<file path="config.mk">
export PLATFORM = sky130hd
export DESIGN_NAME = decode_stage
export DESIGN_NICKNAME = d
export VERILOG_FILES = /design/src/source/mips_decode_pkg.sv /design/src/source/decode_stage.sv /design/src/source/decode_stage_reg.sv /design/src/source/extract_instruction.sv /design/src/source/main_decoder.sv /design/src/source/regimm_decoder.sv /design/src/source/rtype_decoder.sv
export SDC_FILE = /design/constraint.sdc
export NUM_CORES = 1
export LEC_CHECK = 0
export BUFFER_PORTS_ARGS = -buffer_cell sky130_fd_sc_hd__buf_2
export CORE_MARGIN = 2
export CORE_UTILIZATION = 45
export CTS_CLUSTER_SIZE = 24
export DETAILED_ROUTE_END_ITERATION = 8
export PLACE_DENSITY = 0.78
export SETUP_SLACK_MARGIN = 0.15
export SYNTH_ARGS = -nofsm -noshare
export SYNTH_HDL_FRONTEND = slang
export SYNTH_SLANG_ARGS = --single-unit
</file>
<file path="constraint.sdc">
create_clock -name clk -period 1.6 [get_ports clk]
set_clock_uncertainty 0.1 [all_clocks]
set_input_delay 0.32 -clock clk [delete_from_list [all_inputs] [get_ports clk]]
set_output_delay 0.32 -clock clk [all_outputs]
set_load 0.05 [all_outputs]
</file>
<file path="src/source/mips_decode_pkg.sv">
`default_nettype none

package mips_decode_pkg;

    // ************************************************************
    // selector encodings.
    // ************************************************************

    typedef enum logic [3:0] {
        ALU_NCARE, ALU_ADD, ALU_SUB, ALU_AND, ALU_OR,
        ALU_XOR, ALU_NOR, ALU_SLL, ALU_SRL, ALU_SRA
    } alu_funct_e;

    typedef enum logic [1:0] {
        ALU_SRCA_NCARE, ALU_SRCA_RS, ALU_SRCA_SHAMT
    } alu_srca_e;

    // immed is zero extended, sign_immed sign extended, up_immed is imm << 16.
    typedef enum logic [2:0] {
        ALU_SRCB_NCARE, ALU_SRCB_RT, ALU_SRCB_IMMED,
        ALU_SRCB_SIGN_IMMED, ALU_SRCB_UP_IMMED
    } alu_srcb_e;

    typedef enum logic [1:0] {
        DEST_REG_NCARE, DEST_REG_RD, DEST_REG_RT, DEST_REG_31
    } dest_reg_e;

    typedef enum logic [1:0] {
        PC_SRC_NEXT, PC_SRC_JUMP, PC_SRC_BRANCH, PC_SRC_REG
    } pc_src_e;

    typedef enum logic [2:0] {
        FLAG_NCARE, FLAG_EQ, FLAG_NE, FLAG_LE,
        FLAG_GT, FLAG_LT, FLAG_LTU, FLAG_GE
    } flag_sel_e;

    typedef enum logic [2:0] {
        REG_SRC_NCARE, REG_SRC_ALU, REG_SRC_FLAG, REG_SRC_PCADD8, REG_SRC_PCADD4
    } reg_src_e;

    // loads are not decoded yet, one bit keeps the word at 32.
    typedef enum logic [0:0] {
        MEM_READ_NCARE
    } mem_read_e;

    typedef enum logic [1:0] {
        MEM_WRITE_NCARE, MEM_WRITE_WORD
    } mem_write_e;

    typedef enum logic [1:0] {
        OPERAND_USE_BOTH, OPERAND_USE_RS, OPERAND_USE_RT, OPERAND_USE_NONE
    } opd_use_e;

    typedef enum logic [2:0] {
        EXC_CHK_NONE, EXC_CHK_OVERFLOW, EXC_CHK_RESERVED,
        EXC_CHK_SYSCALL, EXC_CHK_BREAK
    } exc_chk_e;

    // ************************************************************
    // control word and instruction fields.
    // ************************************************************

    typedef struct packed {
        alu_funct_e alu_funct;
        alu_srca_e  alu_srca;
        alu_srcb_e  alu_srcb;
        dest_reg_e  dest_reg;
        pc_src_e    pc_src;
        flag_sel_e  flag_sel;
        reg_src_e   reg_src;
        mem_read_e  read_mode;
        mem_write_e write_mode;
        opd_use_e   opd_use;
        exc_chk_e   exc_chk;
        logic       write_reg;
        logic       write_mem;
        logic       is_link;
        logic       is_likely;
        logic       is_priv;
    } control_t;

    typedef struct packed {
        logic [5:0]  opcode;
        logic [4:0]  rs;
        logic [4:0]  rt;
        logic [4:0]  rd;
        logic [4:0]  shamt;
        logic [5:0]  funct;
        logic [15:0] imm;
    } unpack_t;

    localparam control_t CONTROL_DEFAULT = '{
        alu_funct:  ALU_NCARE,
        alu_srca:   ALU_SRCA_NCARE,
        alu_srcb:   ALU_SRCB_NCARE,
        dest_reg:   DEST_REG_NCARE,
        pc_src:     PC_SRC_NEXT,
        flag_sel:   FLAG_NCARE,
        reg_src:    REG_SRC_NCARE,
        read_mode:  MEM_READ_NCARE,
        write_mode: MEM_WRITE_NCARE,
        opd_use:    OPERAND_USE_BOTH,
        exc_chk:    EXC_CHK_NONE,
        default:    1'b0
    };

    // ************************************************************
    // opcode, funct and regimm rt encodings.
    // ************************************************************

    localparam logic [5:0] OP_RTYPE  = 6'b000000;
    localparam logic [5:0] OP_REGIMM = 6'b000001;
    localparam logic [5:0] OP_J      = 6'b000010;
    localparam logic [5:0] OP_JAL    = 6'b000011;
    localparam logic [5:0] OP_BEQ    = 6'b000100;
    localparam logic [5:0] OP_BNE    = 6'b000101;
    localparam logic [5:0] OP_BLEZ   = 6'b000110;
    localparam logic [5:0] OP_BGTZ   = 6'b000111;
    localparam logic [5:0] OP_ADDI   = 6'b001000;
    localparam logic [5:0] OP_ADDIU  = 6'b001001;
    localparam logic [5:0] OP_SLTI   = 6'b001010;
    localparam logic [5:0] OP_SLTIU  = 6'b001011;
    localparam logic [5:0] OP_ANDI   = 6'b001100;
    localparam logic [5:0] OP_ORI    = 6'b001101;
    localparam logic [5:0] OP_XORI   = 6'b001110;
    localparam logic [5:0] OP_LUI    = 6'b001111;
    localparam logic [5:0] OP_BEQL   = 6'b010100;
    localparam logic [5:0] OP_BNEL   = 6'b010101;
    localparam logic [5:0] OP_BLEZL  = 6'b010110;
    localparam logic [5:0] OP_BGTZL  = 6'b010111;
    localparam logic [5:0] OP_SW     = 6'b101011;

    localparam logic [5:0] FN_SLL     = 6'b000000;
    localparam logic [5:0] FN_SRL     = 6'b000010;
    localparam logic [5:0] FN_SRA     = 6'b000011;
    localparam logic [5:0] FN_JR      = 6'b001000;
    localparam logic [5:0] FN_JALR    = 6'b001001;
    localparam logic [5:0] FN_SYSCALL = 6'b001100;
    localparam logic [5:0] FN_BREAK   = 6'b001101;
    localparam logic [5:0] FN_ADD     = 6'b100000;
    localparam logic [5:0] FN_ADDU    = 6'b100001;
    localparam logic [5:0] FN_SUB     = 6'b100010;
    localparam logic [5:0] FN_SUBU    = 6'b100011;
    localparam logic [5:0] FN_AND     = 6'b100100;
    localparam logic [5:0] FN_OR      = 6'b100101;
    localparam logic [5:0] FN_XOR     = 6'b100110;
    localparam logic [5:0] FN_NOR     = 6'b100111;
    localparam logic [5:0] FN_SLT     = 6'b101010;
    localparam logic [5:0] FN_SLTU    = 6'b101011;

    localparam logic [4:0] RI_BLTZ   = 5'b00000;
    localparam logic [4:0] RI_BGEZ   = 5'b00001;
    localparam logic [4:0] RI_BLTZAL = 5'b10000;
    localparam logic [4:0] RI_BGEZAL = 5'b10001;

endpackage

`default_nettype wire

</file>
<file path="src/source/decode_stage.sv">
`timescale 1ns/10ps
`default_nettype none

module decode_stage
    import mips_decode_pkg::*;
(
    input  wire logic        clk,
    input  wire logic        rst_n,
    input  wire logic [31:0] instr,
    input  wire logic        instr_valid,
    input  wire logic        stall,
    input  wire logic        flush,
    output control_t         ctl,
    output unpack_t          fields,
    output logic             ctl_valid
);

    unpack_t  unpack;
    control_t rtype_ctl;
    control_t regimm_ctl;
    control_t ctl_next;

    // ************************************************************
    // combinational decode.
    // ************************************************************

    extract_instruction u_extract (
        .instruction (instr),
        .unpack      (unpack)
    );

    rtype_decoder u_rtype (
        .unpack (unpack),
        .ctl    (rtype_ctl)
    );

    regimm_decoder u_regimm (
        .unpack (unpack),
        .ctl    (regimm_ctl)
    );

    main_decoder u_main (
        .unpack     (unpack),
        .rtype_ctl  (rtype_ctl),
        .regimm_ctl (regimm_ctl),
        .ctl        (ctl_next)
    );

    // ************************************************************
    // decode pipeline registers.
    // ************************************************************

    decode_stage_reg #(.payload_t(control_t)) u_ctl_reg (
        .clk         (clk),
        .rst_n       (rst_n),
        .load_valid  (instr_valid),
        .stall       (stall),
        .flush       (flush),
        .d           (ctl_next),
        .reset_value (CONTROL_DEFAULT),
        .q           (ctl),
        .q_valid     (ctl_valid)
    );

    // valid already comes from the control register.
    decode_stage_reg #(.payload_t(unpack_t)) u_field_reg (
        .clk         (clk),
        .rst_n       (rst_n),
        .load_valid  (instr_valid),
        .stall       (stall),
        .flush       (flush),
        .d           (unpack),
        .reset_value ('0),
        .q           (fields),
        .q_valid     ()
    );

endmodule

`default_nettype wire

</file>
<file path="src/source/decode_stage_reg.sv">
`timescale 1ns/10ps
`default_nettype none

module decode_stage_reg #(
    parameter type payload_t = logic [31:0]
) (
    input  wire logic     clk,
    input  wire logic     rst_n,
    input  wire logic     load_valid,
    input  wire logic     stall,
    input  wire logic     flush,
    input  wire payload_t d,
    input  wire payload_t reset_value,
    output payload_t      q,
    output logic          q_valid
);

    // flush wins over stall. stall holds everything.
    always_ff @(posedge clk or negedge rst_n) begin
        if (!rst_n) begin
            q       <= reset_value;
            q_valid <= 1'b0;
        end else if (flush) begin
            q       <= reset_value;
            q_valid <= 1'b0;
        end else if (!stall) begin
            q       <= d;
            q_valid <= load_valid;
        end
    end

endmodule

`default_nettype wire

</file>
<file path="src/source/extract_instruction.sv">
`timescale 1ns/10ps
`default_nettype none

module extract_instruction
    import mips_decode_pkg::*;
(
    input  wire logic [31:0] instruction,
    output unpack_t          unpack
);

    // standard mips field layout, shared by all decoders.
    assign unpack.opcode = instruction[31:26];
    assign unpack.rs     = instruction[25:21];
    assign unpack.rt     = instruction[20:16];
    assign unpack.rd     = instruction[15:11];
    assign unpack.shamt  = instruction[10:6];
    assign unpack.funct  = instruction[5:0];
    assign unpack.imm    = instruction[15:0];

endmodule

`default_nettype wire

</file>
<file path="src/source/main_decoder.sv">
`timescale 1ns/10ps
`default_nettype none

module main_decoder
    import mips_decode_pkg::*;
(
    input  wire unpack_t  unpack,
    input  wire control_t rtype_ctl,
    input  wire control_t regimm_ctl,
    output control_t      ctl
);

    always_comb begin
        ctl = CONTROL_DEFAULT;
        case (unpack.opcode)
            OP_RTYPE:  ctl = rtype_ctl;
            OP_REGIMM: ctl = regimm_ctl;

            OP_J, OP_JAL: begin
                ctl.pc_src  = PC_SRC_JUMP;
                ctl.opd_use = OPERAND_USE_NONE;
                if (unpack.opcode == OP_JAL) begin
                    ctl.write_reg = 1'b1;
                    ctl.reg_src   = REG_SRC_PCADD4;
                    ctl.dest_reg  = DEST_REG_31;
                end
            end

            // blez and bgtz carry rt as $0 in the encoding.
            OP_BEQ,  OP_BNE,  OP_BLEZ,  OP_BGTZ,
            OP_BEQL, OP_BNEL, OP_BLEZL, OP_BGTZL: begin
                {ctl.pc_src,    ctl.alu_srca, ctl.alu_srcb} =
                {PC_SRC_BRANCH, ALU_SRCA_RS,  ALU_SRCB_RT};
                case (unpack.opcode)
                    OP_BEQ, OP_BEQL:   ctl.flag_sel = FLAG_EQ;
                    OP_BNE, OP_BNEL:   ctl.flag_sel = FLAG_NE;
                    OP_BLEZ, OP_BLEZL: ctl.flag_sel = FLAG_LE;
                    default:           ctl.flag_sel = FLAG_GT;
                endcase
                // likely forms sit in the 0101xx row.
                ctl.is_likely = (unpack.opcode[5:2] == 4'b0101);
            end

            OP_ADDI, OP_ADDIU: begin
                {ctl.alu_funct, ctl.reg_src,
                 ctl.alu_srca,  ctl.alu_srcb,         ctl.dest_reg} =
                {ALU_ADD,       REG_SRC_ALU,
                 ALU_SRCA_RS,   ALU_SRCB_SIGN_IMMED,  DEST_REG_RT};
                ctl.write_reg = 1'b1;
                if (unpack.opcode == OP_ADDI)
                    ctl.exc_chk = EXC_CHK_OVERFLOW;
            end

            OP_SLTI, OP_SLTIU: begin
                {ctl.alu_funct, ctl.reg_src,
                 ctl.alu_srca,  ctl.alu_srcb,         ctl.dest_reg} =
                {ALU_ADD,       REG_SRC_FLAG,
                 ALU_SRCA_RS,   ALU_SRCB_SIGN_IMMED,  DEST_REG_RT};
                ctl.flag_sel  = (unpack.opcode == OP_SLTIU) ? FLAG_LTU : FLAG_LT;
                ctl.write_reg = 1'b1;
            end

            OP_ANDI, OP_ORI, OP_XORI: begin
                {ctl.reg_src,   ctl.alu_srca,
                 ctl.alu_srcb,  ctl.dest_reg} =
                {REG_SRC_ALU,   ALU_SRCA_RS,
                 ALU_SRCB_IMMED, DEST_REG_RT};
                ctl.write_reg = 1'b1;
                case (unpack.opcode)
                    OP_ANDI: ctl.alu_funct = ALU_AND;
                    OP_ORI:  ctl.alu_funct = ALU_OR;
                    default: ctl.alu_funct = ALU_XOR;
                endcase
            end

            OP_LUI: begin
                {ctl.alu_funct, ctl.reg_src,
                 ctl.alu_srca,  ctl.alu_srcb,       ctl.dest_reg} =
                {ALU_ADD,       REG_SRC_ALU,
                 ALU_SRCA_RS,   ALU_SRCB_UP_IMMED,  DEST_REG_RT};
                ctl.write_reg = 1'b1;
            end

            OP_SW: begin
                {ctl.alu_funct, ctl.reg_src,
                 ctl.alu_srca,  ctl.alu_srcb} =
                {ALU_ADD,       REG_SRC_ALU,
                 ALU_SRCA_RS,   ALU_SRCB_SIGN_IMMED};
                ctl.write_mode = MEM_WRITE_WORD;
                ctl.write_mem  = 1'b1;
            end

            // cop0 and special2 land here as well.
            default:
                ctl.exc_chk = EXC_CHK_RESERVED;
        endcase
    end

endmodule

`default_nettype wire

</file>
<file path="src/source/regimm_decoder.sv">
`timescale 1ns/10ps
`default_nettype none

module regimm_decoder
    import mips_decode_pkg::*;
(
    input  wire unpack_t unpack,
    output control_t     ctl
);

    always_comb begin
        ctl = CONTROL_DEFAULT;
        case (unpack.rt)
            RI_BLTZ, RI_BGEZ, RI_BLTZAL, RI_BGEZAL: begin
                // rs is compared against zero, rt is the sub-opcode.
                {ctl.pc_src,       ctl.alu_srca, ctl.opd_use} =
                {PC_SRC_BRANCH,    ALU_SRCA_RS,  OPERAND_USE_RS};
                if (unpack.rt == RI_BLTZ || unpack.rt == RI_BLTZAL)
                    ctl.flag_sel = FLAG_LT;
                else
                    ctl.flag_sel = FLAG_GE;
                if (unpack.rt == RI_BLTZAL || unpack.rt == RI_BGEZAL) begin
                    ctl.reg_src   = REG_SRC_PCADD8;
                    ctl.dest_reg  = DEST_REG_31;
                    ctl.write_reg = 1'b1;
                    ctl.is_link   = 1'b1;
                end
            end
            default:
                ctl.exc_chk = EXC_CHK_RESERVED;
        endcase
    end

endmodule

`default_nettype wire

</file>
<file path="src/source/rtype_decoder.sv">
`timescale 1ns/10ps
`default_nettype none

module rtype_decoder
    import mips_decode_pkg::*;
(
    input  wire unpack_t unpack,
    output control_t     ctl
);

    always_comb begin
        ctl = CONTROL_DEFAULT;
        case (unpack.funct)
            FN_ADD, FN_ADDU, FN_SUB, FN_SUBU,
            FN_AND, FN_OR, FN_XOR, FN_NOR: begin
                {ctl.alu_srca, ctl.alu_srcb, ctl.dest_reg, ctl.reg_src} =
                {ALU_SRCA_RS,  ALU_SRCB_RT,  DEST_REG_RD,  REG_SRC_ALU};
                ctl.write_reg = 1'b1;
                case (unpack.funct)
                    FN_ADD, FN_ADDU: ctl.alu_funct = ALU_ADD;
                    FN_SUB, FN_SUBU: ctl.alu_funct = ALU_SUB;
                    FN_AND:          ctl.alu_funct = ALU_AND;
                    FN_OR:           ctl.alu_funct = ALU_OR;
                    FN_XOR:          ctl.alu_funct = ALU_XOR;
                    default:         ctl.alu_funct = ALU_NOR;
                endcase
                // only the trapping forms check overflow.
                if (unpack.funct == FN_ADD || unpack.funct == FN_SUB)
                    ctl.exc_chk = EXC_CHK_OVERFLOW;
            end

            FN_SLL, FN_SRL, FN_SRA: begin
                {ctl.alu_srca,    ctl.alu_srcb, ctl.dest_reg, ctl.reg_src} =
                {ALU_SRCA_SHAMT,  ALU_SRCB_RT,  DEST_REG_RD,  REG_SRC_ALU};
                ctl.opd_use   = OPERAND_USE_RT;
                ctl.write_reg = 1'b1;
                case (unpack.funct)
                    FN_SLL:  ctl.alu_funct = ALU_SLL;
                    FN_SRL:  ctl.alu_funct = ALU_SRL;
                    default: ctl.alu_funct = ALU_SRA;
                endcase
            end

            FN_SLT, FN_SLTU: begin
                {ctl.alu_funct, ctl.alu_srca, ctl.alu_srcb, ctl.dest_reg, ctl.reg_src} =
                {ALU_SUB,       ALU_SRCA_RS,  ALU_SRCB_RT,  DEST_REG_RD,  REG_SRC_FLAG};
                ctl.flag_sel  = (unpack.funct == FN_SLTU) ? FLAG_LTU : FLAG_LT;
                ctl.write_reg = 1'b1;
            end

            FN_JR: begin
                ctl.pc_src  = PC_SRC_REG;
                ctl.opd_use = OPERAND_USE_RS;
            end

            FN_JALR: begin
                ctl.pc_src    = PC_SRC_REG;
                ctl.opd_use   = OPERAND_USE_RS;
                ctl.reg_src   = REG_SRC_PCADD8;
                ctl.dest_reg  = DEST_REG_RD;
                ctl.write_reg = 1'b1;
                ctl.is_link   = 1'b1;
            end

            FN_SYSCALL: begin
                ctl.opd_use = OPERAND_USE_NONE;
                ctl.exc_chk = EXC_CHK_SYSCALL;
            end

            FN_BREAK: begin
                ctl.opd_use = OPERAND_USE_NONE;
                ctl.exc_chk = EXC_CHK_BREAK;
            end

            default:
                ctl.exc_chk = EXC_CHK_RESERVED;
        endcase
    end

endmodule

`default_nettype wire

</file>
* Word level (Yosys, flattened, before mapping)
Cells that the tools add are included.
** Operators by class
- Equality and inequality tests :: 41
- Reduce and logical (&&, ||, !) cells :: 30
- Mux-type cells :: 47
** Operator list (count)
- 48-bit 2-to-1 mux :: 2
- 6-bit by 4-bit equality test with 1-bit output, second input constant :: 12
- 6-bit equality test, second input constant :: 11
- 32-bit 2-to-1 mux :: 2
- 3-bit case mux with 4 select lines :: 3
- 3-bit case mux with 5 select lines :: 2
- 5-bit case mux with 6 select lines :: 1
- 9-bit case mux with 3 select lines :: 1
- 6-bit by 2-bit equality test with 1-bit output, second input constant :: 4
- 6-bit by 3-bit equality test with 1-bit output, second input constant :: 4
- 6-bit by 5-bit equality test with 1-bit output, second input constant :: 4
- 8-bit OR reduction :: 3
- 2-bit OR reduction :: 11
- 2-bit case mux with 3 select lines :: 3
- 17-bit OR reduction :: 1
- 2-bit 2-to-1 mux :: 8
- 2-bit case mux with 4 select lines :: 2
- 1-bit 2-to-1 mux :: 14
- 14-bit OR reduction :: 1
- 7-bit OR reduction :: 2
- 6-bit logical NOT :: 2
- 4-bit case mux with 3 select lines :: 1
- 11-bit OR reduction :: 1
- 5-bit equality test, second input constant :: 2
- other kinds (17) :: 21
** Storage, ports and cells
- Register bits after elaboration :: 81
- Input port bits :: 37
- Output and inout bits :: 81
- Word-level logic and storage cells :: 142

* Depth between registers and ports, before layout
Gate-level depths: netlist (run 1).
- Depth after elaboration :: 7
- Depth in mapped cells :: 7
- Gate-level depth less buffers :: 5

* Worst setup path after synthesis (run 1)
OpenSTA, ideal clock, no wires.
- Path kind :: in2reg
- Start :: input instr[30]
- End :: register u_ctl_reg.q[17] (netlist name)
- Required time :: 1.404 ns
- Path slack :: -0.333 ns
- Path buffers :: 0
- Stages :: 5
- Data arrival time :: 1.737 ns
- Setup time :: 0.096 ns
- Path through :: or4_4 -> nor4_4 -> and4_1 -> a32oi_1 -> a311oi_2
** Between the ends
- Longest elaborated chain between the ends :: 6
- Elaborated cells on any way between the ends :: 22
- Classes of those cells :: eq/ne: 11; mux: 5; reduce/logical: 6
** Ends and longest elaborated chain
- start, declared :: line decode_stage.sv:9 : input wire logic [31:0] instr,
- 6-bit by 3-bit equality test with 1-bit output / 6-bit by 5-bit equality test with 1-bit output (equally long branches) :: line main_decoder.sv:15, main_decoder.sv:34
- 2-bit OR reduction :: line main_decoder.sv:34 : case (unpack.opcode)
- 3-bit case mux with 3 select lines :: line main_decoder.sv:34
- 3-bit case mux with 4 select lines * :: line main_decoder.sv:15 : case (unpack.opcode)
- 32-bit 2-to-1 mux * :: line decode_stage_reg.sv:26 : end else if (!stall) begin
- 32-bit 2-to-1 mux * :: line decode_stage_reg.sv:23 : end else if (flush) begin
- end signal, assigned :: line decode_stage_reg.sv:21 : q <= reset_value;
- end signal, assigned :: line decode_stage_reg.sv:24 : q <= reset_value;
- end, declared :: line decode_stage_reg.sv:14 : output payload_t q,
Every way passes the cells marked *; elsewhere a longest branch is shown, timed or not. The select of a mux whose other input is x is not followed.
A chain may end at the register's enable or synchronous reset.

* Final worst setup path (run 1)
- Start :: input instr[31]
- End :: register u_ctl_reg.q[17] (netlist name)
Same word-level chain as after synthesis.

==> results.ini, run 1 <==
[global_route]
grt_pass1_vias = 3129
grt_overflow = 0
antenna_found_initial = 0
grt_use_total = 0.256
grt_max_degree = 62
grt_pass1_wl_mm = 16.4

[setup_path]
cp_slowest_cell = or4_4
r2r-end = u_ctl_reg.q[23]
r2r-start = u_ctl_reg.q[23]
cp-startpoint = instr[31]
regToRegSetupSlack_ns = 0.27
cp_cell_sequence = buf_2, or4_4, nor4_4, and4_1, a32oi_1, a311oi_2
critical-path-max-stage-delay_ns = 0.54
rr_worst_depth = 4
critical_path_arrival_ns = 1.80
end_kind = register
worstPathRequired_ns = 1.76
start_kind = input port
path_max_fanout = 4
criticalPathCategory = in -> reg

[timing]
period_minus_slack_ns = 1.65
finalHoldViolCount = 0
timing.fmax_mhz = 608
rsz0062_at_grt = yes
setup_slack_ns = -0.0454
finalCritPeriodShare = 1.03
timing.hold.ws_ns = 0.113
setup_viol = 2
fin_tns_setup_ns = -0.0571
drv_slew = 0

[status]
failed_checks = negative setup slack
outcome = finished with violations

[detailed_routing]
drtIter0Drc = 325
dr.pass1.iters = 5
wire_per_inst_um = 17.0
totalWireLength_mm = 10.4
drc_errors = 0
ant_nets = 0
vias = 3329
vias_per_cell = 5.43

[clock_tree]
cts.sinks = 61
cts_made_buffers = 9
htree_levels = 3
cts_tree = built
clockBufferDepth = 2
clk_latency_ns = 0.34
clk_pin_slew_ns = 0.07
root_buffer = clkbuf_8

[yosys]
synth_area_sq_um = 3320
yosys.cell_types.count = 43
synth_seq_area_share = 0.460
syn_avg_cell_area_sq_um = 9.19
yosysWarningCount = 0
synth-seq-cells = 61
synthCells = 361

[layout]
final_cell_area_sq_um = 4690
antenna_cells = 0
seq_area_sq_um = 1530
multi_input_area_sq_um = 1610
fin_nets = 546
fill_cells = 638
syn_to_final_growth_pct = 41.3
drive_above_1_share = 0.418

[placement]
port_buffers = 114
dp_hpwl_mm = 7.46
dp_slack_ns = -0.408
placed_cell_area_sq_um = 4310
gp_congestion = 0.932

[floorplanning]
die-area_sq_um = 8080
die_y_um = 89.9
die_w_um = 89.9
core_area_sq_um = 7210
initial_core_util = 0.460
fp-row-count = 31
ios = 118

[power_and_ir_drop]
peakVddDrop_mv = 0.518
p_leak_nw = 2.44
power-per-cell-area_nw_per_um2 = 885

[job]
max_cap_violations = 0

[worst_hold_path]
worstHoldEndpoint = u_field_reg.q[9]
hp-start = instr[9]
worstHoldPathType = in -> reg
hold_depth = 3

how the worst max path moves through the flow:
stage / end / slack (ns)
global route: u_ctl_reg.q[16] / -0.10
finish: u_ctl_reg.q[17] / -0.05
floorplan: u_ctl_reg.q[17] / -0.33
CTS: u_ctl_reg.q[17] / -0.01
detailed placement: u_ctl_reg.q[17] / -0.41
global placement: u_ctl_reg.q[17] / -0.36
where the power goes:
part / switching [mW] / internal [mW]
Clock: 0.657 / 0.874
Sequential: 0.0378 / 1.60
Combinational: 0.669 / 0.314
Total: 1.36 / 2.79
area by class of cell:
class                      count  area share
multi-input combinational    248       0.343
sequential                    61       0.326
clock buffer                  10      0.0272
tap                           99      0.0264
clock inverter                 6      0.0187
timing repair buffer         184       0.255
inverter                       5     0.00400
cell usage after synthesis (all sizes together):
cell type / number / area share
inv: 5 / 0.0057
a22o: 2 / 0.0053
a32oi: 3 / 0.0079
nor2b: 5 / 0.0094
nor4b: 1 / 0.0072
o21a: 1 / 0.0023
a311o: 1 / 0.0030
a2111oi: 2 / 0.0053
a311oi: 1 / 0.0045
nor3: 16 / 0.024
o211ai: 2 / 0.0045
mux2i: 33 / 0.10
nand3: 5 / 0.0075
a22oi: 3 / 0.0068
nand2: 20 / 0.023
or4: 1 / 0.0034
or3: 2 / 0.0038
and4: 1 / 0.0026
a21oi: 26 / 0.039
a221o: 2 / 0.0060
o21ai: 9 / 0.014
nor4: 3 / 0.010
o221ai: 1 / 0.0026
nand4b: 3 / 0.0079
nor4bb: 1 / 0.0030
xnor2: 2 / 0.0053
o22ai: 2 / 0.0038
nand4: 4 / 0.0075
nand2b: 6 / 0.011
a32o: 5 / 0.015
clkbuf: 28 / 0.032
conb: 1 / 0.0011
a31oi: 4 / 0.0075
nor2: 66 / 0.075
nor3b: 2 / 0.0045
o31a: 1 / 0.0026
buf: 21 / 0.046
a211oi: 5 / 0.011
and3: 2 / 0.0038
dfrtp: 61 / 0.46
o41ai: 2 / 0.0053
critical path: cells and delay by family:
| kind | cells | cell delay, ns |
|---|---|---|
| AO/OA/AOI/OAI | 2 | 0.34 |
| AND/OR/NAND/NOR | 3 | 1.03 |
| buffers and inverters | 1 | 0.11 |
cell families (layout without fill, tap and decap cells):
family / Yosys count / count (layout) / synth area share
muxes: 33 / 33 / 0.0995
AOI/OAI and AO/OA: 72 / 72 / 0.147
DFF: 61 / 61 / 0.460
xor gates and xnor gates: 2 / 2 / 0.00528
and+or+nand+nor: 138 / 138 / 0.204
other: 1 / 3 / 0.00113
buffers and inverters: 54 / 205 / 0.0837
routing by layer:
layer  routed length [um]  track usage  up-vias
li1                     -            -     1553
met1                 4630        0.352     1622
met2                 5010        0.399      138
met3                  603       0.0604       16
met4                  160       0.0872        0
met5                    0            0        -
cell usage in the layout (no fill, tap or decap), types with 5 or more instances in the layout:
cell       n
nand2b_1   6
a21oi_1   22
nor3_1    13
nand2_1   20
nor2b_1    5
buf_2     95
inv_1      5
clkbuf_8   9
nand3_1    5
o21ai_0    9
buf_4     68
dfrtp_1   61
clkbuf_4  14
a32o_1     5
mux2i_1   33
nor2_1    65
what timing repair did:
item,in CTS,in global routing
endpoints found under the hold margin,61,0
hold buffers,1,0
cloned,0,0
setup buffers,2,1
setup endpoints to repair,21,35
resized for setup,15,21
pin swaps,8,5
per-stage QoR:
stage               instances   util  total power [mW]
detailed placement        593  0.597              2.61
global route              613  0.650              4.31
CTS                       612  0.640              4.15
floorplan                 363      -              2.29
finish                    613  0.650              4.15
global placement          593  0.597              2.60
state kept, by name, indices dropped and copies added, names as in the netlist:
register / flops
u_ctl_reg.q_valid: 1
u_field_reg.q: 32
u_ctl_reg.q: 28
No activity file was read; power rests on OpenSTA's default activity.
==> inputs of run 2 (changes only) <==
--- a/config.mk
+++ b/config.mk
@@ -5,12 +5,13 @@
 export SDC_FILE = /design/constraint.sdc
 export NUM_CORES = 1
 export LEC_CHECK = 0
+export ABC_AREA = 1
 export BUFFER_PORTS_ARGS = -buffer_cell sky130_fd_sc_hd__buf_2
 export CORE_MARGIN = 2
 export CORE_UTILIZATION = 45
 export CTS_CLUSTER_SIZE = 24
 export DETAILED_ROUTE_END_ITERATION = 8
-export PLACE_DENSITY = 0.78
+export PLACE_DENSITY = 0.79
 export SETUP_SLACK_MARGIN = 0.15
 export SYNTH_ARGS = -nofsm -noshare
 export SYNTH_HDL_FRONTEND = slang
==> constraint.sdc (replaced) <==
create_clock -name clk -period 1.9 [get_ports clk]
set_clock_uncertainty 0.1 [all_clocks]
set_input_delay 0.095 -clock clk [delete_from_list [all_inputs] [get_ports clk]]
set_output_delay 0.095 -clock clk [all_outputs]
set_load 0.05 [all_outputs]
==> run 2 against run 1 <==
Against the previous run: the run now ends clean; core utilization down 3.0 points; count of clock-buffer cells in the layout fell by 1; die area shrank 6.9%; worst hold slack worse by 0.068 ns; total power is 20% lower; routed wire length down 14%; critical path type unchanged.
==> results.ini, run 2 <==
[timing]
finalHoldViolCount = 0  ; unchanged
finalCritPeriodShare = 0.891
setup_slack_ns = 0.207  ; was -0.0454 ns
timing.fmax_mhz = 591
rsz0062_at_grt = yes  ; unchanged
fin_tns_setup_ns = 0  ; was -0.0571 ns
period_minus_slack_ns = 1.69
drv_slew = 0  ; unchanged
setup_viol = 0  ; was 2

[yosys]
synth-seq-cells = 61  ; unchanged
yosys.cell_types.count = 33  ; was 43
synth_top_area_frac = 0.496  ; was 0.460
synthCells = 366  ; was 361
yosysMostFrequentCell = nand2_1  ; was nor2_1
yosysWarningCount = 0  ; unchanged
synth_seq_area_share = 0.496  ; was 0.460
synthFlopType = dfrtp_1  ; unchanged
synth_area_sq_um = 3080  ; was 3320 sq um
synth_common_cells = 115 x nand2_1, 61 x dfrtp_1, 24 x o21ai_0  ; was 66 x nor2_1, 61 x dfrtp_1, 33 x mux2i_1
synth_top_area_cell = dfrtp_1  ; unchanged
synthArstFlopShare = 1.00  ; unchanged
synth_edf_count = 0  ; unchanged
synthTopCellsByArea = dfrtp_1 50%, nand2_1 14%, a22o_1 6.0%, buf_4 4.9%, o21ai_0 3.9%  ; was dfrtp_1 46%, mux2i_1 10%, nor2_1 7.5%, buf_4 4.5%, a21oi_1 3.9%
syn_avg_cell_area_sq_um = 8.41  ; was 9.19 sq um

[floorplanning]
core_area_sq_um = 6720  ; was 7210 sq um
die_y_um = 86.7  ; was 89.9 um
die_w_um = 86.7  ; was 89.9 um
fp-row-count = 30  ; was 31
die-area_sq_um = 7520  ; was 8080 sq um
initial_core_util = 0.458  ; was 0.460
ios = 118  ; unchanged

[clock_tree]
clk_latency_ns = 0.34  ; about the same
clockBufferDepth = 2  ; unchanged
cts_made_buffers = 9  ; unchanged
htree_levels = 3  ; unchanged
clk_pin_slew_ns = 0.07  ; about the same
cts.sinks = 61  ; unchanged
post_cts.repair.setup_buffers = 0  ; was 2
cts_tree = built  ; unchanged
root_buffer = clkbuf_8  ; unchanged

[setup_path]
r2r-start = u_field_reg.q[12]  ; was u_ctl_reg.q[23]
worstPathRequired_ns = 2.03  ; was 1.76 ns
cp-startpoint = instr[1]  ; was instr[31]
critical_path_arrival_ns = 1.82  ; was 1.80 ns
end_kind = register  ; unchanged
criticalPathCategory = in -> reg  ; unchanged
start_kind = input port  ; unchanged
path_max_fanout = 8  ; was 4

[global_route]
grt_pass1_vias = 2913  ; was 3129
antenna_found_initial = 0  ; unchanged
grt_overflow = 0  ; unchanged
grt_max_degree = 62  ; unchanged
grt_pass1_wl_mm = 14.0  ; was 16.4 mm
grt_use_total = 0.241  ; was 0.256

[detailed_routing]
ant_nets = 0  ; unchanged
vias_per_cell = 5.21  ; was 5.43
vias = 3023  ; was 3329
drtIter0Drc = 283  ; was 325
wire_per_inst_um = 15.4  ; was 17.0 um
totalWireLength_mm = 8.92  ; was 10.4 mm
met1_length_mm = 3.76  ; was 4.63 mm
wl_met2_mm = 4.35  ; was 5.01 mm
highest_layer = met4  ; unchanged
dr.pass1.iters = 6  ; was 5
wl_met3_um = 487  ; was 603 um
drc_errors = 0  ; unchanged

[layout]
seq_area_sq_um = 1530  ; unchanged
largest_reg_flops = 32  ; unchanged
largest-register = u_field_reg.q  ; unchanged
drive_above_1_share = 0.314  ; was 0.418
multi_input_area_sq_um = 1280  ; was 1610 sq um
mostFrequentLayoutCells = 114 x nand2_1, 114 x buf_2, 61 x dfrtp_1  ; was 95 x buf_2, 68 x buf_4, 65 x nor2_1
syn_to_final_growth_pct = 35.3  ; was 41.3%
fill_cells = 561  ; was 638
reg_top3 = u_field_reg.q (32), u_ctl_reg.q (28), u_ctl_reg.q_valid (1)  ; unchanged
antenna_cells = 0  ; unchanged
fin_nets = 532  ; was 546

[placement]
dp_slack_ns = 0.303  ; was -0.408 ns
dp_hpwl_mm = 5.77  ; was 7.46 mm
port_buffers = 114  ; unchanged
gp_congestion = 0.942  ; was 0.932

[worst_hold_path]
hp-start = instr[29]  ; was instr[9]
worstHoldPathType = in -> reg  ; unchanged

[status]
outcome = completed  ; was finished with violations

[power_and_ir_drop]
power-per-cell-area_nw_per_um2 = 795  ; was 885 nW/um^2
p_leak_nw = 2.37  ; was 2.44 nW
peakVddDrop_mv = 0.379  ; was 0.518 mV
power.total_mw = 3.31  ; was 4.15 mW

[job]
max_cap_violations = 0  ; unchanged

run 2: path summary, 6_finish.rpt:
kind                                     endpoint  slack (ns)  depth (start not counted)
min in group asynchronous         u_ctl_reg.q[28]        0.19                          3
worst min register to register  u_field_reg.q[46]        0.37                          2
worst max-delay path              u_ctl_reg.q[21]        0.21                         11
worst min-delay path            u_field_reg.q[45]        0.05                          3
worst max register to register  u_field_reg.q[12]        1.07                          1
max in group asynchronous       u_field_reg.q[14]        1.24                          3
run 2: power by group:
group	internal (mW)	switching, mW
Combinational	0.181	0.468
Sequential	1.34	0.0291
Clock	0.742	0.550
run 2: worst max-delay path, stage by stage:
cell	delay, ns
dlygate4sd3_1	0.52
buf_2	0.18
inv_1	0.11
nand2_1	0.15
nor3_1	0.07
nor2_1	0.13
nand2_1	0.12
nand2_1	0.17
nand2_2	0.09
o21ai_1	0.13
nand2_1	0.06
run 2: cell families after synthesis:
group | Yosys count | share of synthesized area
flip-flops | 61 | 0.496
AO/OA/AOI/OAI | 68 | 0.150
buffers and inverters | 60 | 0.103
AND/OR/NAND/NOR | 176 | 0.250
other | 1 | 0.00122
run 2: metal layers:
layer  global-route usage  vias to the layer above
met5                    0                        -
met2                0.381                      130
met3               0.0524                       31
met1                0.319                     1421
li1                     -                     1441
met4                0.105                        0
run 2: repair_timing:
action                     4_1_cts  5_1_grt
setup endpoints to repair        0       11
hold buffers                    32        0
gates resized for setup          0        7
hold endpoints to repair        91        0
run 2: area by class of cell:
class	instances	area share
Inverter	27	0.0243
Clock buffer	9	0.0297
Tap cell	80	0.0240
Timing Repair Buffer	149	0.225
Clock inverter	7	0.0234
Multi-Input combinational cell	247	0.307
Sequential cell	61	0.366
run 2: stage by stage:
| stage | utilization | instance area, sq um | hold slack, ns | cells |
|---|---|---|---|---|
| global route | 0.620 | 4170 | 0.0553 | 580 |
| CTS | 0.616 | 4140 | 0.0375 | 580 |
| detailed placement | 0.535 | 3600 | 0.0265 | 532 |
| global placement | 0.535 | 3600 | 0.0222 | 532 |
| floorplan | - | 3090 | -0.301 | 368 |
| finish | 0.620 | 4170 | 0.0452 | 580 |
